[src/spi_cfg.svh]
`ifndef SPI_CFG_SVH
`define SPI_CFG_SVH

// spi register region on the axi bus
`define SPI_BASE_ADDR   32'h2001_0000
`define SPI_ADDR_MASK   32'h0000_00FF

// register offsets inside the region
`define SPI_CTRL_OFF    5'h00
`define SPI_STAT_OFF    5'h04
`define SPI_RDATA_OFF   5'h08
`define SPI_TDATA_OFF   5'h0C
`define SPI_CS_OFF      5'h10

// transfer size codes, built from strobe bits 3 and 1
`define SPI_SIZE_BYTE   2'b00
`define SPI_SIZE_HALF   2'b01
`define SPI_SIZE_WORD   2'b11

// axi response codes
`define AXI_RESP_OKAY   2'b00
`define AXI_RESP_SLVERR 2'b10

`endif

[src/spi_pkg.sv]
package spi_pkg;

   typedef logic [31:0] addr_t;
   typedef logic [31:0] data_t;
   typedef logic [4:0]  reg_off_t;
   typedef logic [1:0]  xfer_size_t;
   typedef logic [7:0]  clk_div_t;
   // bits left in a transfer, up to 32
   typedef logic [5:0]  bit_cnt_t;

   typedef enum logic [1:0] {
      AXI_IDLE,
      AXI_REQ,
      AXI_RESP
   } axi_state_t;

   typedef enum logic [1:0] {
      SH_IDLE,
      SH_SHIFT,
      SH_FINISH
   } shift_state_t;

   // front end to register block
   typedef struct packed {
      reg_off_t   off;
      logic       wr;
      data_t      wdata;
      xfer_size_t size;
   } reg_req_t;

   typedef struct packed {
      data_t rdata;
      logic  err;
   } reg_rsp_t;

   // register block to shifter
   typedef struct packed {
      data_t      tx;
      xfer_size_t size;
      clk_div_t   div;
   } xfer_cmd_t;

endpackage

[src/axi_interface_spi.sv]
`include "spi_cfg.svh"

module axi_interface_spi (
   input  logic                s_axi_aclk_i,
   input  logic                s_axi_aresetn_i,
   input  spi_pkg::addr_t      s_axi_araddr_i,
   input  logic                s_axi_arvalid_i,
   output logic                s_axi_arready_o,
   output spi_pkg::data_t      s_axi_rdata_o,
   output logic [1:0]          s_axi_rresp_o,
   output logic                s_axi_rvalid_o,
   input  logic                s_axi_rready_i,
   input  spi_pkg::addr_t      s_axi_awaddr_i,
   input  logic                s_axi_awvalid_i,
   output logic                s_axi_awready_o,
   input  spi_pkg::data_t      s_axi_wdata_i,
   input  logic [3:0]          s_axi_wstrb_i,
   input  logic                s_axi_wvalid_i,
   output logic                s_axi_wready_o,
   output logic [1:0]          s_axi_bresp_o,
   output logic                s_axi_bvalid_o,
   input  logic                s_axi_bready_i,
   output spi_pkg::reg_req_t   req_o,
   output logic                req_stb_o,
   input  logic                ack_i,
   input  spi_pkg::reg_rsp_t   rsp_i
);

   spi_pkg::axi_state_t state_q;
   logic                is_wr_q;
   logic                err_q;
   spi_pkg::data_t      rdata_q;
   spi_pkg::reg_req_t   req_q;

   logic                wr_pair;
   logic                wr_go;
   logic                rd_go;
   spi_pkg::addr_t      sel_addr;
   spi_pkg::reg_off_t   sel_off;
   logic                in_region;
   logic                off_bad;
   logic                strb_ok;
   logic                dir_bad;
   logic                dec_err;
   spi_pkg::xfer_size_t dec_size;

   // write wins when both channels arrive together
   assign wr_pair = s_axi_awvalid_i && s_axi_wvalid_i;
   assign wr_go   = (state_q == spi_pkg::AXI_IDLE) && wr_pair;
   assign rd_go   = (state_q == spi_pkg::AXI_IDLE) && !wr_pair && s_axi_arvalid_i;

   assign sel_addr  = wr_pair ? s_axi_awaddr_i : s_axi_araddr_i;
   assign sel_off   = sel_addr[4:0];
   assign in_region = (sel_addr & ~`SPI_ADDR_MASK) == `SPI_BASE_ADDR;
   // full byte offset, so 20 hex does not alias onto CTRL
   assign off_bad   = (sel_addr & `SPI_ADDR_MASK) > {27'd0, `SPI_CS_OFF};

   assign strb_ok  = (s_axi_wstrb_i == 4'b0001) || (s_axi_wstrb_i == 4'b0011) ||
                     (s_axi_wstrb_i == 4'b1111);
   assign dec_size = {s_axi_wstrb_i[3], s_axi_wstrb_i[1]};

   always_comb begin
      if (wr_pair) begin
         dir_bad = (sel_off == `SPI_STAT_OFF) || (sel_off == `SPI_RDATA_OFF) ||
                   ((sel_off == `SPI_TDATA_OFF) && !strb_ok);
      end else begin
         dir_bad = (sel_off == `SPI_TDATA_OFF);
      end
   end

   assign dec_err = !in_region || off_bad || dir_bad;

   always_ff @(posedge s_axi_aclk_i) begin
      if (!s_axi_aresetn_i) begin
         state_q <= spi_pkg::AXI_IDLE;
         is_wr_q <= 1'b0;
         err_q   <= 1'b0;
      end else begin
         case (state_q)
            spi_pkg::AXI_IDLE: begin
               if (wr_go || rd_go) begin
                  is_wr_q <= wr_go;
                  err_q   <= dec_err;
                  // decode errors skip the internal bus
                  state_q <= dec_err ? spi_pkg::AXI_RESP : spi_pkg::AXI_REQ;
               end
            end
            spi_pkg::AXI_REQ: begin
               if (ack_i) begin
                  err_q   <= rsp_i.err;
                  state_q <= spi_pkg::AXI_RESP;
               end
            end
            spi_pkg::AXI_RESP: begin
               if (is_wr_q ? s_axi_bready_i : s_axi_rready_i) begin
                  state_q <= spi_pkg::AXI_IDLE;
               end
            end
            default: state_q <= spi_pkg::AXI_IDLE;
         endcase
      end
   end

   always_ff @(posedge s_axi_aclk_i) begin
      if (wr_go || rd_go) begin
         req_q.off   <= sel_off;
         req_q.wr    <= wr_go;
         req_q.wdata <= s_axi_wdata_i;
         req_q.size  <= wr_go ? dec_size : `SPI_SIZE_WORD;
         rdata_q     <= '0;
      end else if ((state_q == spi_pkg::AXI_REQ) && ack_i) begin
         rdata_q <= rsp_i.rdata;
      end
   end

   assign s_axi_awready_o = wr_go;
   assign s_axi_wready_o  = wr_go;
   assign s_axi_arready_o = rd_go;

   assign s_axi_bvalid_o = (state_q == spi_pkg::AXI_RESP) && is_wr_q;
   assign s_axi_rvalid_o = (state_q == spi_pkg::AXI_RESP) && !is_wr_q;
   assign s_axi_bresp_o  = err_q ? `AXI_RESP_SLVERR : `AXI_RESP_OKAY;
   assign s_axi_rresp_o  = err_q ? `AXI_RESP_SLVERR : `AXI_RESP_OKAY;
   assign s_axi_rdata_o  = rdata_q;

   assign req_stb_o = (state_q == spi_pkg::AXI_REQ);
   assign req_o     = req_q;

   // wishbone classic: request held steady until ack
   a_stb_hold: assert property (@(posedge s_axi_aclk_i) disable iff (!s_axi_aresetn_i)
      req_stb_o && !ack_i |=> req_stb_o && $stable(req_o))
      else $error("stb dropped or request changed before ack");

   a_one_resp: assert property (@(posedge s_axi_aclk_i) disable iff (!s_axi_aresetn_i)
      !(s_axi_bvalid_o && s_axi_rvalid_o))
      else $error("bvalid and rvalid high together");

   a_b_stable: assert property (@(posedge s_axi_aclk_i) disable iff (!s_axi_aresetn_i)
      s_axi_bvalid_o && !s_axi_bready_i |=> s_axi_bvalid_o && $stable(s_axi_bresp_o))
      else $error("write response changed while stalled");

   a_r_stable: assert property (@(posedge s_axi_aclk_i) disable iff (!s_axi_aresetn_i)
      s_axi_rvalid_o && !s_axi_rready_i |=>
      s_axi_rvalid_o && $stable(s_axi_rresp_o) && $stable(s_axi_rdata_o))
      else $error("read response changed while stalled");

endmodule

[src/spi_regs.sv]
`include "spi_cfg.svh"

module spi_regs (
   input  logic                s_axi_aclk_i,
   input  logic                s_axi_aresetn_i,
   input  spi_pkg::reg_req_t   req_i,
   input  logic                req_stb_i,
   output logic                ack_o,
   output spi_pkg::reg_rsp_t   rsp_o,
   output logic                start_o,
   output spi_pkg::xfer_cmd_t  cmd_o,
   input  logic                busy_i,
   input  logic                done_i,
   input  spi_pkg::data_t      rx_data_i,
   output logic [3:0]          spi_cs_n_o
);

   logic                ctrl_en_q;
   spi_pkg::clk_div_t   ctrl_div_q;
   logic [3:0]          cs_q;
   logic                rx_valid_q;
   spi_pkg::data_t      rdata_q;

   logic                tdata_wr;
   logic                ctrl_wr;
   logic                cs_wr;
   logic                rdata_rd;

   assign tdata_wr = req_stb_i && req_i.wr && (req_i.off == `SPI_TDATA_OFF);
   assign ctrl_wr  = req_stb_i && req_i.wr && (req_i.off == `SPI_CTRL_OFF);
   assign cs_wr    = req_stb_i && req_i.wr && (req_i.off == `SPI_CS_OFF);
   assign rdata_rd = req_stb_i && !req_i.wr && (req_i.off == `SPI_RDATA_OFF);

   // hold off a transmit write until the shifter is free
   assign ack_o   = req_stb_i && !(tdata_wr && ctrl_en_q && busy_i);
   assign start_o = tdata_wr && ctrl_en_q && !busy_i;

   assign cmd_o.tx   = req_i.wdata;
   assign cmd_o.size = req_i.size;
   assign cmd_o.div  = ctrl_div_q;

   always_comb begin
      // transmit while disabled is refused
      rsp_o.err = tdata_wr && !ctrl_en_q;
      case (req_i.off)
         `SPI_CTRL_OFF:  rsp_o.rdata = {16'd0, ctrl_div_q, 7'd0, ctrl_en_q};
         `SPI_STAT_OFF:  rsp_o.rdata = {30'd0, rx_valid_q, busy_i};
         `SPI_RDATA_OFF: rsp_o.rdata = rdata_q;
         `SPI_CS_OFF:    rsp_o.rdata = {28'd0, cs_q};
         default:        rsp_o.rdata = '0;
      endcase
   end

   always_ff @(posedge s_axi_aclk_i) begin
      if (!s_axi_aresetn_i) begin
         ctrl_en_q  <= 1'b0;
         ctrl_div_q <= '0;
         cs_q       <= '0;
         rx_valid_q <= 1'b0;
         rdata_q    <= '0;
      end else begin
         if (ctrl_wr) begin
            ctrl_en_q  <= req_i.wdata[0];
            ctrl_div_q <= req_i.wdata[15:8];
         end
         if (cs_wr) begin
            cs_q <= req_i.wdata[3:0];
         end
         // new data beats a clearing read in the same cycle
         if (done_i) begin
            rdata_q    <= rx_data_i;
            rx_valid_q <= 1'b1;
         end else if (rdata_rd) begin
            rx_valid_q <= 1'b0;
         end
      end
   end

   // register bits are active high, pins active low
   assign spi_cs_n_o = ~cs_q;

   a_start_idle: assert property (@(posedge s_axi_aclk_i) disable iff (!s_axi_aresetn_i)
      start_o |-> !busy_i ##1 busy_i)
      else $error("start issued while busy or shifter did not go busy");

endmodule

[src/spi_shifter.sv]
`include "spi_cfg.svh"

module spi_shifter (
   input  logic                s_axi_aclk_i,
   input  logic                s_axi_aresetn_i,
   input  logic                start_i,
   input  spi_pkg::xfer_cmd_t  cmd_i,
   output logic                busy_o,
   output logic                done_o,
   output spi_pkg::data_t      rx_data_o,
   output logic                spi_sclk_o,
   output logic                spi_mosi_o,
   input  logic                spi_miso_i
);

   spi_pkg::shift_state_t state_q;
   spi_pkg::clk_div_t     div_q;
   spi_pkg::clk_div_t     div_cnt_q;
   spi_pkg::bit_cnt_t     bits_left_q;
   spi_pkg::data_t        tx_sr_q;
   spi_pkg::data_t        rx_sr_q;
   logic                  sclk_q;

   logic                  load;
   logic                  half_tick;
   spi_pkg::bit_cnt_t     load_bits;
   spi_pkg::data_t        load_word;

   // a new start may land in the finish cycle
   assign load      = start_i && (state_q != spi_pkg::SH_SHIFT);
   assign half_tick = (state_q == spi_pkg::SH_SHIFT) && (div_cnt_q == div_q);

   // left-align the low bytes so the msb sits at bit 31
   always_comb begin
      case (cmd_i.size)
         `SPI_SIZE_HALF: begin
            load_bits = 6'd16;
            load_word = {cmd_i.tx[15:0], 16'd0};
         end
         `SPI_SIZE_WORD: begin
            load_bits = 6'd32;
            load_word = cmd_i.tx;
         end
         default: begin
            load_bits = 6'd8;
            load_word = {cmd_i.tx[7:0], 24'd0};
         end
      endcase
   end

   always_ff @(posedge s_axi_aclk_i) begin
      if (!s_axi_aresetn_i) begin
         state_q     <= spi_pkg::SH_IDLE;
         div_cnt_q   <= '0;
         bits_left_q <= '0;
         sclk_q      <= 1'b0;
      end else if (load) begin
         state_q     <= spi_pkg::SH_SHIFT;
         div_cnt_q   <= '0;
         bits_left_q <= load_bits;
         sclk_q      <= 1'b0;
      end else begin
         case (state_q)
            spi_pkg::SH_SHIFT: begin
               if (half_tick) begin
                  div_cnt_q <= '0;
                  sclk_q    <= !sclk_q;
                  // falling edge closes one bit
                  if (sclk_q) begin
                     bits_left_q <= bits_left_q - 6'd1;
                     if (bits_left_q == 6'd1) begin
                        state_q <= spi_pkg::SH_FINISH;
                     end
                  end
               end else begin
                  div_cnt_q <= div_cnt_q + 8'd1;
               end
            end
            spi_pkg::SH_FINISH: state_q <= spi_pkg::SH_IDLE;
            default:            state_q <= spi_pkg::SH_IDLE;
         endcase
      end
   end

   // sample miso on rising sclk, shift mosi on falling
   always_ff @(posedge s_axi_aclk_i) begin
      if (load) begin
         tx_sr_q <= load_word;
         rx_sr_q <= '0;
         div_q   <= cmd_i.div;
      end else if (half_tick) begin
         if (!sclk_q) begin
            rx_sr_q <= {rx_sr_q[30:0], spi_miso_i};
         end else begin
            tx_sr_q <= {tx_sr_q[30:0], 1'b0};
         end
      end
   end

   assign busy_o     = (state_q == spi_pkg::SH_SHIFT);
   assign done_o     = (state_q == spi_pkg::SH_FINISH);
   assign rx_data_o  = rx_sr_q;
   assign spi_sclk_o = sclk_q;
   assign spi_mosi_o = (state_q == spi_pkg::SH_SHIFT) && tx_sr_q[31];

   a_sclk_idle: assert property (@(posedge s_axi_aclk_i) disable iff (!s_axi_aresetn_i)
      !busy_o |-> !spi_sclk_o)
      else $error("sclk high outside a transfer");

endmodule

[src/spi_subsystem_top.sv]
module spi_subsystem_top (
   input  logic            s_axi_aclk_i,
   input  logic            s_axi_aresetn_i,
   input  spi_pkg::addr_t  s_axi_araddr_i,
   input  logic            s_axi_arvalid_i,
   output logic            s_axi_arready_o,
   output spi_pkg::data_t  s_axi_rdata_o,
   output logic [1:0]      s_axi_rresp_o,
   output logic            s_axi_rvalid_o,
   input  logic            s_axi_rready_i,
   input  spi_pkg::addr_t  s_axi_awaddr_i,
   input  logic            s_axi_awvalid_i,
   output logic            s_axi_awready_o,
   input  spi_pkg::data_t  s_axi_wdata_i,
   input  logic [3:0]      s_axi_wstrb_i,
   input  logic            s_axi_wvalid_i,
   output logic            s_axi_wready_o,
   output logic [1:0]      s_axi_bresp_o,
   output logic            s_axi_bvalid_o,
   input  logic            s_axi_bready_i,
   output logic            spi_sclk_o,
   output logic            spi_mosi_o,
   input  logic            spi_miso_i,
   output logic [3:0]      spi_cs_n_o
);

   spi_pkg::reg_req_t  req;
   logic               req_stb;
   logic               ack;
   spi_pkg::reg_rsp_t  rsp;
   logic               start;
   spi_pkg::xfer_cmd_t cmd;
   logic               busy;
   logic               done;
   spi_pkg::data_t     rx_data;

   axi_interface_spi u_axi (
      .s_axi_aclk_i    (s_axi_aclk_i),
      .s_axi_aresetn_i (s_axi_aresetn_i),
      .s_axi_araddr_i  (s_axi_araddr_i),
      .s_axi_arvalid_i (s_axi_arvalid_i),
      .s_axi_arready_o (s_axi_arready_o),
      .s_axi_rdata_o   (s_axi_rdata_o),
      .s_axi_rresp_o   (s_axi_rresp_o),
      .s_axi_rvalid_o  (s_axi_rvalid_o),
      .s_axi_rready_i  (s_axi_rready_i),
      .s_axi_awaddr_i  (s_axi_awaddr_i),
      .s_axi_awvalid_i (s_axi_awvalid_i),
      .s_axi_awready_o (s_axi_awready_o),
      .s_axi_wdata_i   (s_axi_wdata_i),
      .s_axi_wstrb_i   (s_axi_wstrb_i),
      .s_axi_wvalid_i  (s_axi_wvalid_i),
      .s_axi_wready_o  (s_axi_wready_o),
      .s_axi_bresp_o   (s_axi_bresp_o),
      .s_axi_bvalid_o  (s_axi_bvalid_o),
      .s_axi_bready_i  (s_axi_bready_i),
      .req_o           (req),
      .req_stb_o       (req_stb),
      .ack_i           (ack),
      .rsp_i           (rsp)
   );

   spi_regs u_regs (
      .s_axi_aclk_i    (s_axi_aclk_i),
      .s_axi_aresetn_i (s_axi_aresetn_i),
      .req_i           (req),
      .req_stb_i       (req_stb),
      .ack_o           (ack),
      .rsp_o           (rsp),
      .start_o         (start),
      .cmd_o           (cmd),
      .busy_i          (busy),
      .done_i          (done),
      .rx_data_i       (rx_data),
      .spi_cs_n_o      (spi_cs_n_o)
   );

   spi_shifter u_shifter (
      .s_axi_aclk_i    (s_axi_aclk_i),
      .s_axi_aresetn_i (s_axi_aresetn_i),
      .start_i         (start),
      .cmd_i           (cmd),
      .busy_o          (busy),
      .done_o          (done),
      .rx_data_o       (rx_data),
      .spi_sclk_o      (spi_sclk_o),
      .spi_mosi_o      (spi_mosi_o),
      .spi_miso_i      (spi_miso_i)
   );

endmodule

[config.mk]
export PLATFORM = sky130hd
export DESIGN_NAME = spi_subsystem_top
export DESIGN_NICKNAME = d
export VERILOG_FILES = /design/src/spi_pkg.sv /design/src/axi_interface_spi.sv /design/src/spi_regs.sv /design/src/spi_shifter.sv /design/src/spi_subsystem_top.sv
export VERILOG_INCLUDE_DIRS = /design/src
export SDC_FILE = /design/constraint.sdc
export NUM_CORES = 1
export LEC_CHECK = 0
export ABC_AREA = 1
export BUFFER_PORTS_ARGS = -buffer_cell sky130_fd_sc_hd__buf_2
export CAP_MARGIN = 20
export CORE_UTILIZATION = 36
export CTS_BUF_LIST = sky130_fd_sc_hd__clkbuf_16
export DETAILED_ROUTE_END_ITERATION = 8
export GPL_ROUTABILITY_DRIVEN = 0
export SLEW_MARGIN = 20
export SYNTH_ARGS = -nofsm -noshare
export SYNTH_HDL_FRONTEND = slang
export SYNTH_SLANG_ARGS = --single-unit
[constraint.sdc]
create_clock -name s_axi_aclk_i -period 2.32 [get_ports s_axi_aclk_i]
set_input_delay 0.464 -clock s_axi_aclk_i [delete_from_list [all_inputs] [get_ports s_axi_aclk_i]]
set_output_delay 0.464 -clock s_axi_aclk_i [all_outputs]
set_load 0.005 [all_outputs]
### Yosys cells after proc, flatten, opt, wreduce, memory -nomap -nowiden

Cells that the tools add are included.

| cells by class | value |
|---|---|
| $lt $le $gt $ge | 1 |
| add/sub/neg operators | 2 |
| equal/unequal tests | 26 |
| reductions and logical operators | 56 |
| bitwise logic cells | 4 |
| muxes and demuxes | 30 |

Operator list:

| kind | number |
|---|---|
| 2-to-1 mux 32 bit | 4 |
| case mux 32 bit (4 select lines) | 1 |
| case mux 32 bit (2 select lines) | 1 |
| == test 24 x 22 -> 1 bit (second input constant) | 1 |
| 2-to-1 mux 6 bit | 4 |
| logical AND 1 bit | 22 |
| == test 5 x 4 -> 1 bit (second input constant) | 4 |
| AND reduction 3 bit | 5 |
| case mux 6 bit (2 select lines) | 1 |
| 2-to-1 mux 1 bit | 11 |
| == test 5 x 3 -> 1 bit (second input constant) | 2 |
| 2-to-1 mux 2 bit | 5 |
| nonzero test 2 bit | 5 |
| zero test 1 bit | 9 |
| inequality test 3 x 1 -> 1 bit (second input constant) | 3 |
| adder 8 x 1 -> 8 bit (second input constant) | 1 |
| == test 8 bit | 1 |
| > comparator 8 x 5 -> 1 bit (second input constant) | 1 |
| 2-to-1 mux 8 bit | 1 |
| AND reduction 2 bit | 4 |
| logical OR 1 bit | 7 |
| == test 2 x 1 -> 1 bit (second input constant) | 3 |
| == test 2 bit (second input constant) | 3 |
| == test 6 x 1 -> 1 bit (second input constant) | 1 |
| other kinds (15) | 19 |

| storage, ports and cells | value |
|---|---|
| logic and storage cells | 140 |
| flip-flop bits (word level) | 211 |
| output and inout port bits | 47 |
| input bits | 108 |

### Logic depth before layout (Yosys ltp)

| depth | value |
|---|---|
| depth after elaboration | 11 |
| mapped depth | 12 |
| depth with buffers taken out | 11 |

### By module

Synthesis repeated with hierarchy kept, for this count alone.

| second synthesis, totals | value |
|---|---|
| cells, all modules | 1,192 |
| area total of the unflattened synthesis | 9,526.6 µm² |

Modules (own cells, without submodules):

| module | seq. area each (µm²) | times used | area an instance (µm²) | cells an instance |
|---|---|---|---|---|
| spi_shifter | 2,182.1 | 1 | 4,023.9 | 494 |
| axi_interface_spi | 1,921.8 | 1 | 3,168.0 | 362 |
| spi_regs | 920.9 | 1 | 2,334.7 | 336 |

### Least setup slack after synthesis

No wires, ideal clock.

| timing path | value |
|---|---|
| path type | flip-flop to flip-flop |
| start point | reg u_axi.req_q (netlist bit u_axi.req_o[36]) |
| end point | reg u_shifter.tx_sr_q[0] (enable) |
| buffers on the path | 1 |
| period minus slack after synthesis | 2.302 ns |
| setup time | 0.389 ns |
| setup slack | 0.018 ns |
| stages on the path, launching flop included | 7 |
| data arrival time | 1.912 ns |
| data required time | 1.931 ns |
| path through | edfxtp_1 > nor2_1 > nand2_1 > nor2_1 > nand4_2 > clkbuf_1 > nand2_1 |

| on the way | value |
|---|---|
| cells in the longest elaborated chain, start to end | 7 |

Ends and longest elaborated chain:

| what | line | source |
|---|---|---|
| start, declared | axi_interface_spi.sv:33 | `spi_pkg::reg_req_t req_q;` |
| == test 5 x 4 -> 1 bit (no line) * | -- |  |
| logical AND 1 bit * | spi_regs.sv:29 | `` assign tdata_wr = req_stb_i && req_i.wr && (req_i.off == `SPI_TDATA_OFF); `` |
| logical AND 1 bit * (2 in series) | spi_regs.sv:36 | `assign start_o = tdata_wr && ctrl_en_q && !busy_i;` |
| logical AND 1 bit * | spi_shifter.sv:30 | `assign load = start_i && (state_q != spi_pkg::SH_SHIFT);` |
| nonzero test 2 bit (no line) | -- |  |
| AND reduction 2 bit (no line) * | -- |  |
| end signal, assigned | spi_shifter.sv:88 | `tx_sr_q <= load_word;` |
| end signal, assigned | spi_shifter.sv:95 | `tx_sr_q <= {tx_sr_q[30:0], 1'b0};` |
| end, declared | spi_shifter.sv:20 | `spi_pkg::data_t tx_sr_q;` |

Every way passes the cells marked *; elsewhere a longest branch is shown, timed or not.
A chain may end at the register's enable or synchronous reset.

### Worst setup path in the final report

| timing path | value |
|---|---|
| start point | reg u_axi.state_q[0] |
| end point | out s_axi_arready_o |

| on the way | value |
|---|---|
| cells in the longest elaborated chain, start to end | 3 |

Ends and longest elaborated chain:

| what | line | source |
|---|---|---|
| start, declared | axi_interface_spi.sv:29 | `spi_pkg::axi_state_t state_q;` |
| start signal, assigned | axi_interface_spi.sv:75 | `state_q <= spi_pkg::AXI_IDLE;` |
| start signal, assigned | axi_interface_spi.sv:85 | `state_q <= dec_err ? spi_pkg::AXI_RESP : spi_pkg::AXI_REQ;` |
| start signal, assigned | axi_interface_spi.sv:91 | `state_q <= spi_pkg::AXI_RESP;` |
| zero test 2 bit | axi_interface_spi.sv:50 | `assign rd_go = (state_q == spi_pkg::AXI_IDLE) && !wr_pair && s_axi_arvalid_i;` |
| logical AND 1 bit (2 in series) | axi_interface_spi.sv:50 |  |
| end, declared | spi_subsystem_top.sv:6 | `output logic s_axi_arready_o,` |

Every way passes these cells.

==> results.txt <==
outcome: completed
setup TNS: 0 ns
crit start category: flop
RSZ-0062 raised after global routing: no
hold_sp: s_axi_wdata_i[29]
Antenna Nets Post-Route: 0
post-CTS sizing: 0
cts bufs inserted: 23
worst relative slew slack: 57.7%
Final Setup Violations: 0
final hold vios: 0
Placement Cell Area: 0.00992 mm2
Post-synth EDFFs: 80
# Max-Cap Violations: 0
part of the cycle the worst path needs: 86.2%
vias in the first global route: 6,900
CP endpoint: s_axi_arready_o
layout cells sized above 1: 18.3%
Fin Hold WS: 0.139 ns
H-tree levels: 1
Starting Density: 37.1%
worst skew pair latency: 0.51 ns
Tightest Hold Check Type: in2reg
die area: 0.0251 mm2
Worst Reg2Reg Path Length in Cells: 9
r2r setup slk: 0.44 ns
Power Dens Cells: 847 mW/mm2
grt ovf: 0
sequential fraction of the synthesis area: 57.0%
fin crit period: 2.00 ns
Crit Path Max Fanout: 5
Avg Cell Area, Syn: 8.36 um2
CTS Hold Bufs: 0
Design Power: 8.99 mW
row count: 56
DRC: 0
Pre-Repair DR Iteration Count: 6
drt wl/cell: 13.6 um
largest net degree at the start of global routing: 47
Pleak: 4.72 nW
R2R Path End: u_shifter.tx_sr_q[24]$_DFFE_PP_
CTS tree: yes
post-CTS setup buffer count: 0
FFs w/ async S/R, synth: 0%
area of the multi-input gates: 0.00325 mm2
GRT met2 Usage: 29.7%
initial antenna violation count: 0
final instance area: 0.0106 mm2
most used flip-flop cell after synthesis: dfxtp_1
Gate Count Post-Synth: 1,055
area of the mapped netlist: 0.00882 mm2
busiest layer in global routing: met2
register area: 0.00502 mm2
Routed WL: 21,000 um
GR Util met3: 3.24%
# fillers: 2,385
Die Y: 159 um
Via density: 4.70
Worst R2R Start: u_shifter.div_cnt_q[1]$_SDFFE_PP0N_
Max IR drop VDD: 0.000348 V
Root Buffer: clkbuf_16
most frequent cells in the layout: 241 x nor2_1, 194 x nand2_1, 152 x buf_2
Netlist cell types: 45
Vias: 7,254
Nets: 1,317
IO buf count: 152
Worst Tran Pin Value: 0.633 ns
yosys warns: 0
post-DP HPWL: 15,000 um
clock buffer depth: 3
core area: 0.0238 mm2
most common cell after layout, fill and taps aside: nor2_1
Slew Viols, Final: 0
Critical Path End Type: output port
f_max: 0.500 GHz
Worst-path clk slew: 0.06 ns
Ports: 155
first-pass GRT wire length: 34,100 um
clk_skew: 0.0280 ns
synth-to-layout area growth: 20.3%
Req. time, crit path: 1.86 ns
clock sinks: 211
initial DRC count: 395
Worst Setup SP: u_axi.state_q[0]$_SDFFE_PN0P_
synthesized flop and latch total: 211
met1 Resource Use GR: 22.2%
Crit Path Category: reg2out
Layout Utilization: 44.7%
critical path data arrival time: 1.54 ns
GRT Util Overall: 17.2%
chip width: 159 um
==> kinds of logic after synthesis <==
logic type | Yosys count | share of synthesized area (%)
xor gates and xnor gates | 9 | 0.894
and+or+nand+nor | 515 | 24.0
DFF | 211 | 57.0
adders and majority gates | 3 | 0.426
buffers and inverters | 127 | 6.14
other | 1 | 0.0425
AOI/OAI and AO/OA | 189 | 11.6
==> through the flow <==
stage / setup WS, ns / std cells
finish: 0.320 / 1543
global route: 0.165 / 1542
CTS: 0.239 / 1542
detailed placement: 0.283 / 1500
global placement: 0.326 / 1500
floorplan: 0.0184 / 1056
==> final cells by class <==
| class | count | area share [%] |
|---|---|---|
| clock inverters | 19 | 1.03 |
| flip-flops and latches | 211 | 47.4 |
| well taps | 319 | 3.76 |
| inverters | 81 | 2.87 |
| clock buffers | 23 | 5.42 |
| multi-input cells | 718 | 30.7 |
| diodes | 1 | 0.0236 |
| repair buffers | 171 | 8.87 |
==> report_power, final <==
group	switching, mW	internal, mW
registers	0.156	4.18
clock network	1.42	1.91
logic	0.893	0.422
==> layer usage <==
metal | vias up | wire, um
met5 | - | 0
met4 | 0 | 254
met3 | 18 | 1190
met2 | 192 | 9810
met1 | 3288 | 9730
li1 | 3756 | -
==> how the worst min path moves through the flow <==
stage	to	slack, ns	cells after the start
global route	u_axi.req_o[32]$_DFFE_PP_	0.12	1
detailed placement	u_shifter.div_q[7]$_DFFE_PN_	0.44	0
CTS	u_axi.req_o[13]$_DFFE_PP_	0.12	1
finish	u_axi.req_o[31]$_DFFE_PP_	0.14	1
floorplan	u_shifter.div_q[7]$_DFFE_PN_	0.41	0
global placement	u_shifter.div_q[7]$_DFFE_PN_	0.43	0
==> critical path: stages, from the launching register on <==
cell and delay, ns:
dfxtp_1 0.32, nor2_1 0.27, nand2_1 0.13, nor2_1 0.16, buf_2 0.14
==> cells in the mapped netlist, types with 4 or more instances <==
cell      count  area share (%)
nor2_1      241              10
nand2_1     194             8.3
dfxtp_1     131              30
o21ai_0     109             6.2
edfxtp_1     80              27
inv_1        76             3.2
nand3_1      39             2.2
o21ai_1      36             2.0
clkbuf_1     23            0.98
a21oi_1      21             1.2
buf_2         9            0.51
buf_4         8            0.68
nor3_1        7            0.40
a221oi_1      6            0.60
a22o_1        6            0.60
nand4_1       6            0.43
xor2_1        6            0.60
inv_2         5            0.21
nand2_2       5            0.35
or2_2         5            0.35
a22oi_1       4            0.34
o211ai_1      4            0.34
==> state kept, by name, indices dropped and copies added, names as in the netlist <==
register and flops:
u_shifter.rx_data_o 32, u_shifter.bits_left_q 6, u_regs.rx_valid_q 1, u_axi.state_q 2, u_shifter.div_q 8, u_regs.rdata_q 32
u_shifter.state_q 2, u_axi.err_q 1, u_axi.req_o 40, u_axi.s_axi_rdata_o 32, u_axi.is_wr_q 1, u_shifter.div_cnt_q 8
u_shifter.tx_sr_q 32, u_regs.cs_q 4, u_regs.ctrl_en_q 1, u_shifter.spi_sclk_o 1, u_regs.ctrl_div_q 8
(Power assumes the default switching activity.)
